--- config.mk ---
export PLATFORM = sky130hd
export DESIGN_NAME = renameTop
export DESIGN_NICKNAME = d
export VERILOG_FILES = /design/src/hdl/renamePkg.sv /design/src/hdl/mapIf.sv /design/src/hdl/freeIf.sv /design/src/hdl/renameTop.sv /design/src/hdl/reorderBuffer.sv /design/src/hdl/mapTable.sv /design/src/hdl/freeList.sv
export SDC_FILE = /design/constraint.sdc
export NUM_CORES = 1
export LEC_CHECK = 0
export BUFFER_PORTS_ARGS = -buffer_cell sky130_fd_sc_hd__buf_2
export CAP_MARGIN = 5
export CORE_ASPECT_RATIO = 0.9
export CORE_MARGIN = 3
export CORE_UTILIZATION = 40
export DETAILED_ROUTE_END_ITERATION = 10
export PLACE_DENSITY = 0.58
export SYNTH_ARGS = -nofsm -noshare
export SYNTH_HDL_FRONTEND = slang
export SYNTH_SLANG_ARGS = --single-unit
export TNS_END_PERCENT = 20
--- constraint.sdc ---
create_clock -name clock -period 4 [get_ports clock]
set_input_delay 0.6 -clock clock [delete_from_list [all_inputs] [get_ports clock]]
set_output_delay 0.6 -clock clock [all_outputs]
set_load 0.02 [all_outputs]
--- src/hdl/renamePkg.sv ---
package renamePkg;

  // register file and tag space sizes
  localparam int numArch = 16;
  localparam int numPhys = 32;
  localparam int numFree = numPhys - numArch;

  // in-flight window
  localparam int numRob = 8;

  typedef logic [$clog2(numArch)-1:0] archReg;
  typedef logic [$clog2(numPhys)-1:0] physTag;
  typedef logic [$clog2(numRob)-1:0] robIndex;

  // one reorder-buffer slot
  typedef struct packed {
    logic   valid;
    logic   complete;
    logic   halt;
    archReg dest;
    physTag tag;
    // mapping displaced by this instruction, freed at retirement
    physTag oldTag;
  } robEntry;

endpackage
--- src/hdl/mapIf.sv ---
`timescale 1ns/1ns

interface mapIf import renamePkg::*; ();

  // speculative lookup and update at dispatch
  archReg dest;
  logic   write;
  physTag newTag;
  physTag oldTag;

  // architectural update at retirement
  logic   retire;
  archReg retireDest;
  physTag retireTag;

  modport provider (
    input  dest, write, newTag, retire, retireDest, retireTag,
    output oldTag
  );

  modport consumer (
    output dest, write, newTag, retire, retireDest, retireTag,
    input  oldTag
  );

endinterface

--- src/hdl/freeIf.sv ---
`timescale 1ns/1ns

interface freeIf import renamePkg::*; ();

  logic   tagValid;
  physTag headTag;
  logic   take;
  logic   releaseValid;
  physTag releaseTag;

  modport provider (
    output tagValid, headTag,
    input  take, releaseValid, releaseTag
  );

  modport consumer (
    input  tagValid, headTag,
    output take, releaseValid, releaseTag
  );

endinterface

--- src/hdl/renameTop.sv ---
`timescale 1ns/1ns

module renameTop import renamePkg::*; (
  input  logic    clock,
  input  logic    reset,
  input  logic    decodeValid,
  input  archReg  decodeDest,
  input  logic    decodeHalt,
  input  logic    completeValid,
  input  robIndex completeIdx,
  output logic    decodeReady,
  output physTag  dispatchTag,
  output physTag  dispatchOldTag,
  output robIndex dispatchIdx,
  output logic    retireValid,
  output archReg  retireDest,
  output physTag  retireTag,
  output physTag  retireOldTag,
  output logic    haltOut
);

  freeIf freeBus ();
  mapIf  mapBus ();

  freeList freeListInst (
    .clock (clock),
    .reset (reset),
    .free  (freeBus.provider)
  );

  mapTable mapTableInst (
    .clock (clock),
    .reset (reset),
    .map   (mapBus.provider)
  );

  reorderBuffer robInst (
    .clock          (clock),
    .reset          (reset),
    .decodeValid    (decodeValid),
    .decodeHalt     (decodeHalt),
    .completeValid  (completeValid),
    .decodeDest     (decodeDest),
    .completeIdx    (completeIdx),
    .free           (freeBus.consumer),
    .map            (mapBus.consumer),
    .decodeReady    (decodeReady),
    .retireValid    (retireValid),
    .haltOut        (haltOut),
    .dispatchTag    (dispatchTag),
    .dispatchOldTag (dispatchOldTag),
    .retireTag      (retireTag),
    .retireOldTag   (retireOldTag),
    .dispatchIdx    (dispatchIdx),
    .retireDest     (retireDest)
  );

endmodule

--- src/hdl/reorderBuffer.sv ---
`timescale 1ns/1ns

module reorderBuffer import renamePkg::*; (
  input  logic    clock,
  input  logic    reset,
  input  logic    decodeValid,
  input  logic    decodeHalt,
  input  logic    completeValid,
  input  archReg  decodeDest,
  input  robIndex completeIdx,
  freeIf.consumer free,
  mapIf.consumer  map,
  output logic    decodeReady,
  output logic    retireValid,
  output logic    haltOut,
  output physTag  dispatchTag,
  output physTag  dispatchOldTag,
  output physTag  retireTag,
  output physTag  retireOldTag,
  output robIndex dispatchIdx,
  output archReg  retireDest
);

  robEntry rob [numRob];
  robIndex head;
  robIndex tail;
  logic    halted;
  logic    transfer;
  robEntry headEntry;

  assign headEntry = rob[head];

  // dispatch side
  assign decodeReady = free.tagValid && !rob[tail].valid && !halted;
  assign transfer    = decodeValid && decodeReady;

  assign free.take  = transfer;
  assign map.dest   = decodeDest;
  assign map.write  = transfer;
  assign map.newTag = free.headTag;

  assign dispatchTag    = free.headTag;
  assign dispatchOldTag = map.oldTag;
  assign dispatchIdx    = tail;

  // retire side, head only, no stall
  assign retireValid  = headEntry.valid && headEntry.complete;
  assign retireDest   = headEntry.dest;
  assign retireTag    = headEntry.tag;
  assign retireOldTag = headEntry.oldTag;
  assign haltOut      = retireValid && headEntry.halt;

  assign free.releaseValid = retireValid;
  assign free.releaseTag   = headEntry.oldTag;
  assign map.retire        = retireValid;
  assign map.retireDest    = headEntry.dest;
  assign map.retireTag     = headEntry.tag;

  always_ff @(posedge clock) begin
    if (reset) begin
      for (int i = 0; i < numRob; i++) begin
        rob[i].valid    <= 1'b0;
        rob[i].complete <= 1'b0;
      end
    end else begin
      // stale indices are dropped
      if (completeValid && rob[completeIdx].valid) begin
        rob[completeIdx].complete <= 1'b1;
      end
      if (retireValid) begin
        rob[head].valid <= 1'b0;
      end
      // tail is never the retiring head, since it must be empty
      if (transfer) begin
        rob[tail].valid    <= 1'b1;
        rob[tail].complete <= 1'b0;
        rob[tail].halt     <= decodeHalt;
        rob[tail].dest     <= decodeDest;
        rob[tail].tag      <= free.headTag;
        rob[tail].oldTag   <= map.oldTag;
      end
    end
  end

  always_ff @(posedge clock) begin
    if (reset) begin
      head   <= '0;
      tail   <= '0;
      halted <= 1'b0;
    end else begin
      if (transfer) begin
        tail <= tail + 1'b1;
      end
      if (retireValid) begin
        head <= head + 1'b1;
      end
      // sticky until reset
      if (haltOut) begin
        halted <= 1'b1;
      end
    end
  end

endmodule

--- src/hdl/mapTable.sv ---
`timescale 1ns/1ns

module mapTable import renamePkg::*; (
  input logic    clock,
  input logic    reset,
  mapIf.provider map
);

  // speculative map, follows dispatch
  physTag specMap [numArch];

  // committed map, follows retirement
  physTag archMap [numArch];

  // previous mapping of the destination, before this cycle's write
  assign map.oldTag = specMap[map.dest];

  always_ff @(posedge clock) begin
    if (reset) begin
      for (int i = 0; i < numArch; i++) begin
        specMap[i] <= physTag'(i);
      end
    end else if (map.write) begin
      specMap[map.dest] <= map.newTag;
    end
  end

  // restore point for a later rollback
  always_ff @(posedge clock) begin
    if (reset) begin
      for (int i = 0; i < numArch; i++) begin
        archMap[i] <= physTag'(i);
      end
    end else if (map.retire) begin
      archMap[map.retireDest] <= map.retireTag;
    end
  end

endmodule

--- src/hdl/freeList.sv ---
`timescale 1ns/1ns

module freeList import renamePkg::*; (
  input logic     clock,
  input logic     reset,
  freeIf.provider free
);

  physTag                     queue [numFree];
  logic [$clog2(numFree)-1:0] head;
  logic [$clog2(numFree)-1:0] tail;
  logic [$clog2(numFree):0]   count;
  logic                       pop;
  logic                       push;

  assign free.tagValid = (count != '0);
  assign free.headTag  = queue[head];

  // never pop an empty queue
  assign pop  = free.take && free.tagValid;
  assign push = free.releaseValid;

  always_ff @(posedge clock) begin
    if (reset) begin
      // tags above the architectural range start out free
      for (int i = 0; i < numFree; i++) begin
        queue[i] <= physTag'(numArch + i);
      end
    end else if (push) begin
      queue[tail] <= free.releaseTag;
    end
  end

  always_ff @(posedge clock) begin
    if (reset) begin
      head  <= '0;
      // full queue, so tail has wrapped back onto head
      tail  <= '0;
      count <= ($clog2(numFree) + 1)'(numFree);
    end else begin
      if (pop) begin
        head <= head + 1'b1;
      end
      if (push) begin
        tail <= tail + 1'b1;
      end
      case ({push, pop})
        2'b10:   count <= count + 1'b1;
        2'b01:   count <= count - 1'b1;
        default: count <= count;
      endcase
    end
  end

endmodule

==> impl_metrics.toml, run 1 <==
[logic_synthesis]
yosysWarnings = 0
yosysSeqAreaShare_pct = 64.48
synth_nets = 1011
netlist.area_leader.share_pct = 58.12
ys_ff_latch = 326
synth_area_leader_cell = "edfxtp_1"
yosysUniqueCellTypes = 63
synth_edf_count = 280
syn_inst = 988
synth_area_per_cell_um2 = 14.64
synthTopCellsByArea = "edfxtp_1 58%, mux4_2 12%, dfxtp_1 6.4%"
synthFlopType = "edfxtp_1"
ys_async_sr_fraction_pct = 0
netlist_area_um2 = 14470

[route]
drc = 0
ant_nets = 0
vias = 8822
drt-initial-drc-count = 913
viasPerCell = 5.804
wirelength_um = 35860
dr.pass1.iters = 5
wl_per_cell_um = 23.59

[timing]
rsz0062_at_grt = "false"
finalSetupViolCount = 0
min_period_ps = 3466
fmaxAchievable_mhz = 288.5
worst_pin_slew_ps = 933.2
slew_headroom_pct = 37.66
finalClockSkew_ps = 23.93
min_period_over_period_pct = 86.65
tns_ps = 0
setup_ws_ps = 534.1
finalHoldViolations = 0
slew_viol_final = 0

[setup_path]
crit_required_ps = 3400
critPathCaptureType = "output port"
critPathLaunchType = "register"
path_class = "register to output port"
arrival_ps = 2870
crit_fanout = 29

[min_path]
min-delay-path-class = "primary input to register"

[cts]
path_clk_slew_ps = 60
cts_root_buf = "clkbuf_16"
cts_hold_buf = 0
cts_resized = 0
cts_tree = "yes"
postCtsSetupBuffers = 0
numCtsBuffers = 36
cts-htree-levels = 2
clock_latency_ps = 520
clock-sinks = 326
clk_path_buf_depth = 3

[run_status]
status = "completed"

[layout]
antenna_cells = 0
synthToLayoutAreaGrowth_pct = 12.59
layout_commonest_cell = "edfxtp_1"
drive_above_1_share_pct = 22.93
nets = 1047
final_cell_mix = "280 x edfxtp_1, 114 x nand2_1, 77 x mux4_2"

[pwr]
irDropWorstVdd_mv = 0.5051
p_leak_nw = 4.987
pwr_density_cell_nw_per_um2 = 536.7

[die]
core.rowCount = 65
initial_core_util_pct = 40.89
ios = 42
core_um2 = 35380
dieArea_um2 = 38490
die_h_um = 186.4
dieWidth_um = 206.5

[global_route]
grt_pass1_vias = 8768
antenna_found_initial = 0
grt_max_degree = 70
grt_pass1_wl_um = 54830
overflow = 0
globalRouteTotalUtil_pct = 18.68

[placement]
portBuffers = 41
gp_congestion = 0.8081
dp_slack_ps = 617.9
dp_hpwl_um = 23410

[job]
cap_violations = 0
[report_power, final]
part	internal (mW)	total (mW)	switching, mW
combinational	0.514	1.57	1.06
clock	1.86	3.16	1.31
sequential	3.90	4.01	0.113
total	6.27	8.74	2.48
[synthesized netlist by cell type, drive strengths merged (3+ instances only)]
cell / number
a31oi: 4
a21oi: 16
xnor2: 5
nand4: 26
nand2b: 8
and4b: 4
a221oi: 6
or2: 4
a22o: 5
nand2: 114
nor2b: 11
buf: 41
nor3: 9
nor2: 65
dfxtp: 46
and3: 9
o22ai: 4
nand3: 22
a211oi: 3
inv: 24
mux2: 12
nor4: 47
and2: 16
mux4: 77
o32ai: 4
or3: 6
nand4b: 3
a22oi: 4
clkbuf: 38
o311ai: 3
o21ai: 24
mux2i: 11
edfxtp: 280
ha: 11
[routing by layer]
layer	share of wire (%)	wire length [µm]	track usage, %
met1	45	16310	28.44
met2	46	16390	27.97
met3	6.3	2275	3.070
met4	2.5	887	5.038
met5	0	0	0
[per-stage QoR]
stage	power [mW]	area, µm²	util, %	cells	hold slack [ps]
2_1_floorplan	5.192	14470	-	988	431.1
3_3_place_gp	5.639	15160	42.86	1455	445.0
3_5_place_dp	5.656	15160	42.86	1455	451.1
4_1_cts	8.805	16290	46.04	1520	351.5
5_1_grt	9.068	16290	46.04	1520	365.9
6_report	8.742	16290	46.04	1520	374.4
[critical path: stages (launching register included)]
cell and delay, ps:
dfxtp_2 390, buf_4 510, mux4_2 610, mux2i_4 430, inv_1 190, buf_2 200
[cells by family (layout without fill, tap and decap cells)]
logic type                 Yosys count  after routing  share of synthesized area [%]
AOI/OAI and AO/OA                   90             90                          4.809
DFF                                326            326                          64.48
xor gates and xnor gates             7              7                         0.4238
adders and majority gates           11             11                         0.9513
and+or+nand+nor                    351            351                          12.13
muxes                              100            100                          13.85
buffers and inverters              103            166                          3.355
[sequential cells by signal (all words and copies together) (netlist names), named ones only]
signal                count
freeListInst.queue       80
freeListInst.count        5
robInst.halted            1
robInst.rob             136
robInst.dispatchIdx       3
freeListInst.head         4
mapTableInst.specMap     80
robInst.head              3
freeListInst.tail         4
[worst paths after layout]
kind | start | slack, ps | endpoint | cells after the start
worst max-delay path | register | 530 | retireOldTag[2] | 5
worst min-delay path | decodeHalt | 370 | robInst.rob[5][14]$_DFFE_PP_ | 1
worst max register to register | robInst.rob[2][16]$_SDFFE_PP1P_ | 780 | freeListInst.count[4]$_SDFFE_PP1P_ | 11
worst min register to register | robInst.rob[1][15]$_SDFF_PP0_ | 470 | robInst.rob[1][15]$_SDFF_PP0_ | 2
[cell type report]
type | instances | area [µm²]
Timing Repair Buffer | 77 | 475.5
Tap cell | 469 | 586.8
Clock inverter | 10 | 90.09
Inverter | 24 | 92.59
Clock buffer | 55 | 1035
Multi-Input combinational cell | 559 | 4678
Sequential cell | 326 | 9331
Fill cell | 3094 | 19090
Note: power is estimated with default switching activity, not from simulation.
==> inputs of run 2 (changes only) <==
ABC_AREA = 1   (was default)
==> run 2 against run 1 <==
Die area grew 0.47%. Clock skew grew 14 ps. Synthesized area up 0.48%. Register-to-register slack improved by 430 ps. Non-clock buffer count down 4. Combinational power rose by 42%. Hold slack barely moved. Via count is 18% higher. Flip-flop and latch count unchanged. Count of clock-buffer cells in the layout fell by 6. Largest cell class unchanged.
==> impl_metrics.toml, run 2 <==
[run_status]
status = "completed"

[global_route]
grt_pass1_wl_um = 57970
overflow = 0
grt_max_degree = 57
grt_pass1_vias = 10020
antenna_found_initial = 0
globalRouteTotalUtil_pct = 19.14

[route]
drc = 0
wirelength_um = 36890
drt-initial-drc-count = 889
vias = 10370
wl_per_cell_um = 19.03
viasPerCell = 5.353
dr.pass1.iters = 7
ant_nets = 0

[logic_synthesis]
synthTopCellsByCount = "280 x edfxtp_1, 257 x nand2_1, 234 x nor2_1"
yosysWarnings = 0
synth_edf_count = 280
synth_area_leader_cell = "edfxtp_1"
synthFlopType = "edfxtp_1"
syn_inst = 1407
synth.most_common_cell = "edfxtp_1"
netlist.area_leader.share_pct = 57.84
netlist_area_um2 = 14540
yosysUniqueCellTypes = 40
yosysSeqAreaShare_pct = 64.17
ys_async_sr_fraction_pct = 0
synth_area_per_cell_um2 = 10.33
synth_nets = 1430
synthTopCellsByArea = "edfxtp_1 58%, nand2_1 6.6%, dfxtp_1 6.3%"
ys_ff_latch = 326

[timing]
finalHoldViolations = 0
fmaxAchievable_mhz = 313.8
min_period_over_period_pct = 79.66
finalSetupViolCount = 0
finalClockSkew_ps = 37.86
worst_pin_slew_ps = 1014
tns_ps = 0
whs_ps = 374.3
min_period_ps = 3186
slew_headroom_pct = 32.30
slew_viol_final = 0
rsz0062_at_grt = "false"

[setup_path]
slowest_delay_ps = 710
setup.worst_path.end = "dispatchOldTag[0]"
crit_cells = 7
critPathLaunchType = "primary input"
r2r-start = "freeListInst.count[1]$_SDFFE_PP0P_"
arrival_ps = 2590
critPathCaptureType = "output port"
path_class = "primary input to output port"
crit_family = "simple AND/OR/NAND/NOR gates"
crit_required_ps = 3400
crit_fanout = 18
cp_common_cell = "buf_2"
cpMaxStageDelayCell = "nor2_2"
path_cells = "buf_2, nor2_2, a22oi_1, a21oi_1, nor3_1, nand2_1, buf_2"
crit_start = "decodeDest[0]"
reg2reg_setup_slack_ps = 1210
r2r_end = "freeListInst.count[4]$_SDFFE_PP1P_"
ff2ff_path_depth = 17
crit_buf_inv = 2

[layout]
fill_cells = 3385
reg_top3 = "robInst.rob (136), freeListInst.queue (80), mapTableInst.specMap (80)"
final_cell_area_um2 = 16290
final_cell_mix = "280 x edfxtp_1, 257 x nand2_1, 232 x nor2_1"
multi_input_area_um2 = 4308
top_register = "robInst.rob"
fin_util_pct = 45.94
seq_area_um2 = 9331
largest_reg_flops = 136
synthToLayoutAreaGrowth_pct = 12.04
antenna_cells = 0
nets = 1464
layout_commonest_cell = "edfxtp_1"
drive_above_1_share_pct = 10.69

[cts]
cts_hold_buf = 0
postCtsSetupBuffers = 0
numCtsBuffers = 37
cts_tree = "yes"
cts-htree-levels = 2
cts_resized = 0
cts_root_buf = "clkbuf_16"
clk_path_buf_depth = 3
clock-sinks = 326
path_clk_slew_ps = 50
clock_latency_ps = 520

[die]
core.rowCount = 65
initial_core_util_pct = 41.00
ios = 42
die_h_um = 186.9
core_um2 = 35460
dieArea_um2 = 38670
dieWidth_um = 207.0

[job]
cap_violations = 0

[pwr]
pwr_density_cell_nw_per_um2 = 592.3
p_leak_nw = 6.150
irDropWorstVdd_mv = 0.3891

[placement]
gp_congestion = 0.8654
dpl_cell_area_um2 = 15120
dp_hpwl_um = 23090
portBuffers = 41

[min_path]
min-delay-path-class = "primary input to register"
==> run 2: cell families after synthesis <==
kind of cell             share of synthesized area [%]
AND/OR/NAND/NOR                                  19.30
XOR/XNOR                                        0.4820
adder cells (fa/ha/maj)                         0.9467
buffers and inverters                            6.231
AO/OA/AOI/OAI                                    8.865
flip-flops                                       64.17
==> run 2: cell type report <==
class	count	area share [%]
multi-input cells	885	26.45
well taps	469	3.603
repair buffers	73	2.735
flip-flops and latches	326	57.29
clock inverters	18	1.098
clock buffers	49	6.092
inverters	118	2.735
==> run 2: report_power, final <==
group / internal, mW / total [mW] / switching [mW]
registers: 4.00 / 4.14 / 0.141
logic: 0.554 / 2.23 / 1.67
clock network: 1.95 / 3.28 / 1.33
total: 6.50 / 9.65 / 3.15
==> run 2: worst min-delay path by stage <==
| stage | from | to | slack (ps) | cells past startpoint |
|---|---|---|---|---|
| floorplan | robInst.halted$_SDFFE_PP0P_ | robInst.halted$_SDFFE_PP0P_ | 440 | 2 |
| global placement | robInst.rob[0][16]$_SDFFE_PP1P_ | robInst.rob[0][16]$_SDFFE_PP1P_ | 480 | 2 |
| detailed placement | robInst.rob[0][16]$_SDFFE_PP1P_ | robInst.rob[0][16]$_SDFFE_PP1P_ | 480 | 2 |
| CTS | decodeHalt | robInst.rob[3][14]$_DFFE_PP_ | 350 | 1 |
| global route | decodeHalt | robInst.rob[0][14]$_DFFE_PP_ | 370 | 1 |
| finish | decodeHalt | robInst.rob[3][14]$_DFFE_PP_ | 370 | 1 |
==> run 2: layer usage <==
| layer | global-route usage (%) | up-vias | share of wire, % |
|---|---|---|---|
| li1 | - | 4964 | - |
| met1 | 28.88 | 4972 | 46 |
| met2 | 28.69 | 374 | 45 |
| met3 | 2.836 | 64 | 6.5 |
| met4 | 5.678 | 0 | 2.7 |
| met5 | 0 | - | 0 |
==> run 2: metrics by stage <==
step                      setup slack (ps)  total power, mW  std cells
after floorplan                       1653            5.791       1407
after global placement               974.5            6.417       1871
after detailed placement             882.9            6.444       1871
after CTS                            773.5            9.714       1938
after global routing                 670.6            10.11       1938
final                                813.6            9.647       1938
==> inputs of run 3 (changes only) <==
PLACE_DENSITY = 0.6   (was 0.58)
clock period = 2.9 ns   (was 4 ns; I/O delays follow)
==> run 3 against run 2 <==
Via count decreased by 0.66%. Flip-flop and latch count unchanged. Combinational power increased by 41%. Global-route usage decreased by 0.82 points. Register-to-register slack got worse by 630 ps. Largest power group unchanged.
==> impl_metrics.toml, run 3 (synthesis results as in run 2) <==
[setup_path]
crit_buf_inv = 2
cpMaxStageDelayCell = "dfxtp_2"
arrival_ps = 2290
path_cells = "buf_4, nor2_1, nor2_1, o21ai_1, nand3_1, nand3_1, nand2_1, buf_2"
critPathCaptureType = "output port"
crit_fanout = 29
r2r_end = "freeListInst.queue[15][2]$_SDFFCE_PN1P_"
reg2reg_setup_slack_ps = 580
path_class = "register to output port"
slowest_delay_ps = 370
critPathLaunchType = "register"
crit_family = "simple AND/OR/NAND/NOR gates"
ff2ff_path_depth = 8
crit_required_ps = 2470

[global_route]
antenna_found_initial = 0
grt_pass1_wl_um = 56240
grt_max_degree = 68
overflow = 0
grt_pass1_vias = 10180
globalRouteTotalUtil_pct = 18.32

[layout]
largest_reg_flops = 136
reg_top3 = "robInst.rob (136), freeListInst.queue (80), mapTableInst.specMap (80)"
synthToLayoutAreaGrowth_pct = 13.41
layout_commonest_cell = "edfxtp_1"
top_register = "robInst.rob"
antenna_cells = 0
final_cell_mix = "280 x edfxtp_1, 256 x nand2_1, 232 x nor2_1"
nets = 1469
drive_above_1_share_pct = 11.41
final_cells = 1942
fin_util_pct = 46.50

[placement]
gp_congestion = 0.8509
place_inst = 1877
dp_hpwl_um = 22430
portBuffers = 41

[route]
drt-initial-drc-count = 917
viasPerCell = 5.307
ant_nets = 0
drc = 0
dr.pass1.iters = 5
wl_per_cell_um = 18.31
vias = 10310
wirelength_um = 35550

[timing]
min_period_over_period_pct = 93.82
worst_pin_slew_ps = 746.1
fmaxAchievable_mhz = 367.5
rsz0062_at_grt = "false"
tns_ps = 0
finalClockSkew_ps = 30.44
slew_headroom_pct = 49.74
min_period_ps = 2721
finalHoldViolations = 0
finalSetupViolCount = 0
slew_viol_final = 0
whs_ps = 211.5

[cts]
clk_path_buf_depth = 3
cts_tree = "yes"
cts_hold_buf = 0
cts-htree-levels = 2
cts_root_buf = "clkbuf_16"
clock_latency_ps = 530
numCtsBuffers = 36
clock-sinks = 326
path_clk_slew_ps = 60

[die]
core.rowCount = 65
core_um2 = 35460
dieArea_um2 = 38670
ios = 42
dieWidth_um = 207.0
initial_core_util_pct = 41.00
die_h_um = 186.9

[run_status]
status = "completed"

[pwr]
p_leak_nw = 6.241
irDropWorstVdd_mv = 0.4824
power_mw = 13.48
pwr_density_cell_nw_per_um2 = 817.5

[min_path]
min_to = "robInst.rob[6][14]$_DFFE_PP_"
min-delay-path-class = "primary input to register"
min-delay-start = "decodeHalt"
hold_depth = 1

[job]
cap_violations = 0
-- run 3: final cells by class --
| cell class | instances | area (µm²) |
|---|---|---|
| fill | 3326 | 18970 |
| timing repair buffer | 79 | 578.1 |
| multi-input combinational | 885 | 4310 |
| tap | 469 | 586.8 |
| clock buffer | 48 | 1039 |
| inverter | 118 | 445.4 |
| clock inverter | 17 | 196.4 |
| sequential | 326 | 9331 |
-- run 3: repair_timing --
action / 4_1_cts / 5_1_grt
gates resized for setup: 0 / 1
setup endpoints to repair: 0 / 1
setup buffers: 0 / 0
hold endpoints to repair: 0 / 0
-- run 3: layer usage --
metal	global-route usage [%]	part of all wire [%]	wire length [µm]	up-vias
met5	0	0	0	-
met4	6.119	2.6	916	0
met3	3.306	6.4	2286	64
met2	27.73	45	15890	352
met1	26.74	46	16460	4923
li1	-	-	-	4967
-- run 3: worst register-to-register path, stage by stage, from the launching register on --
cell and delay [ps]:
dfxtp_2 380, inv_2 140, nand3_1 90, nand3_1 70
nand3_1 80, nand2_1 100, buf_4 280, nand2_1 200
o21ai_0 640
-- run 3: worst max path at each step --
stage,from,end,cells past startpoint
detailed placement,decodeDest[0],dispatchOldTag[3],10
global placement,decodeDest[0],dispatchOldTag[3],10
CTS,register,dispatchTag[4],6
floorplan,freeListInst.count[1]$_SDFFE_PP0P_,freeListInst.count[4]$_SDFFE_PP1P_,18
global route,register,dispatchTag[2],8
finish,register,dispatchTag[2],8
-- run 3: stage by stage --
step | cell area (µm²) | worst slack [ps]
6_report | 16490 | 179.1
5_1_grt | 16490 | 2.607
4_1_cts | 16480 | 99.90
3_5_place_dp | 15250 | 461.5
3_3_place_gp | 15250 | 420.1
2_1_floorplan | 14540 | 614.4
-- run 3: where the power goes --
group	leakage, nW	internal, mW	switching, mW
Clock	0.603	2.81	1.85
Combinational	2.77	0.803	2.34
Sequential	2.87	5.51	0.166
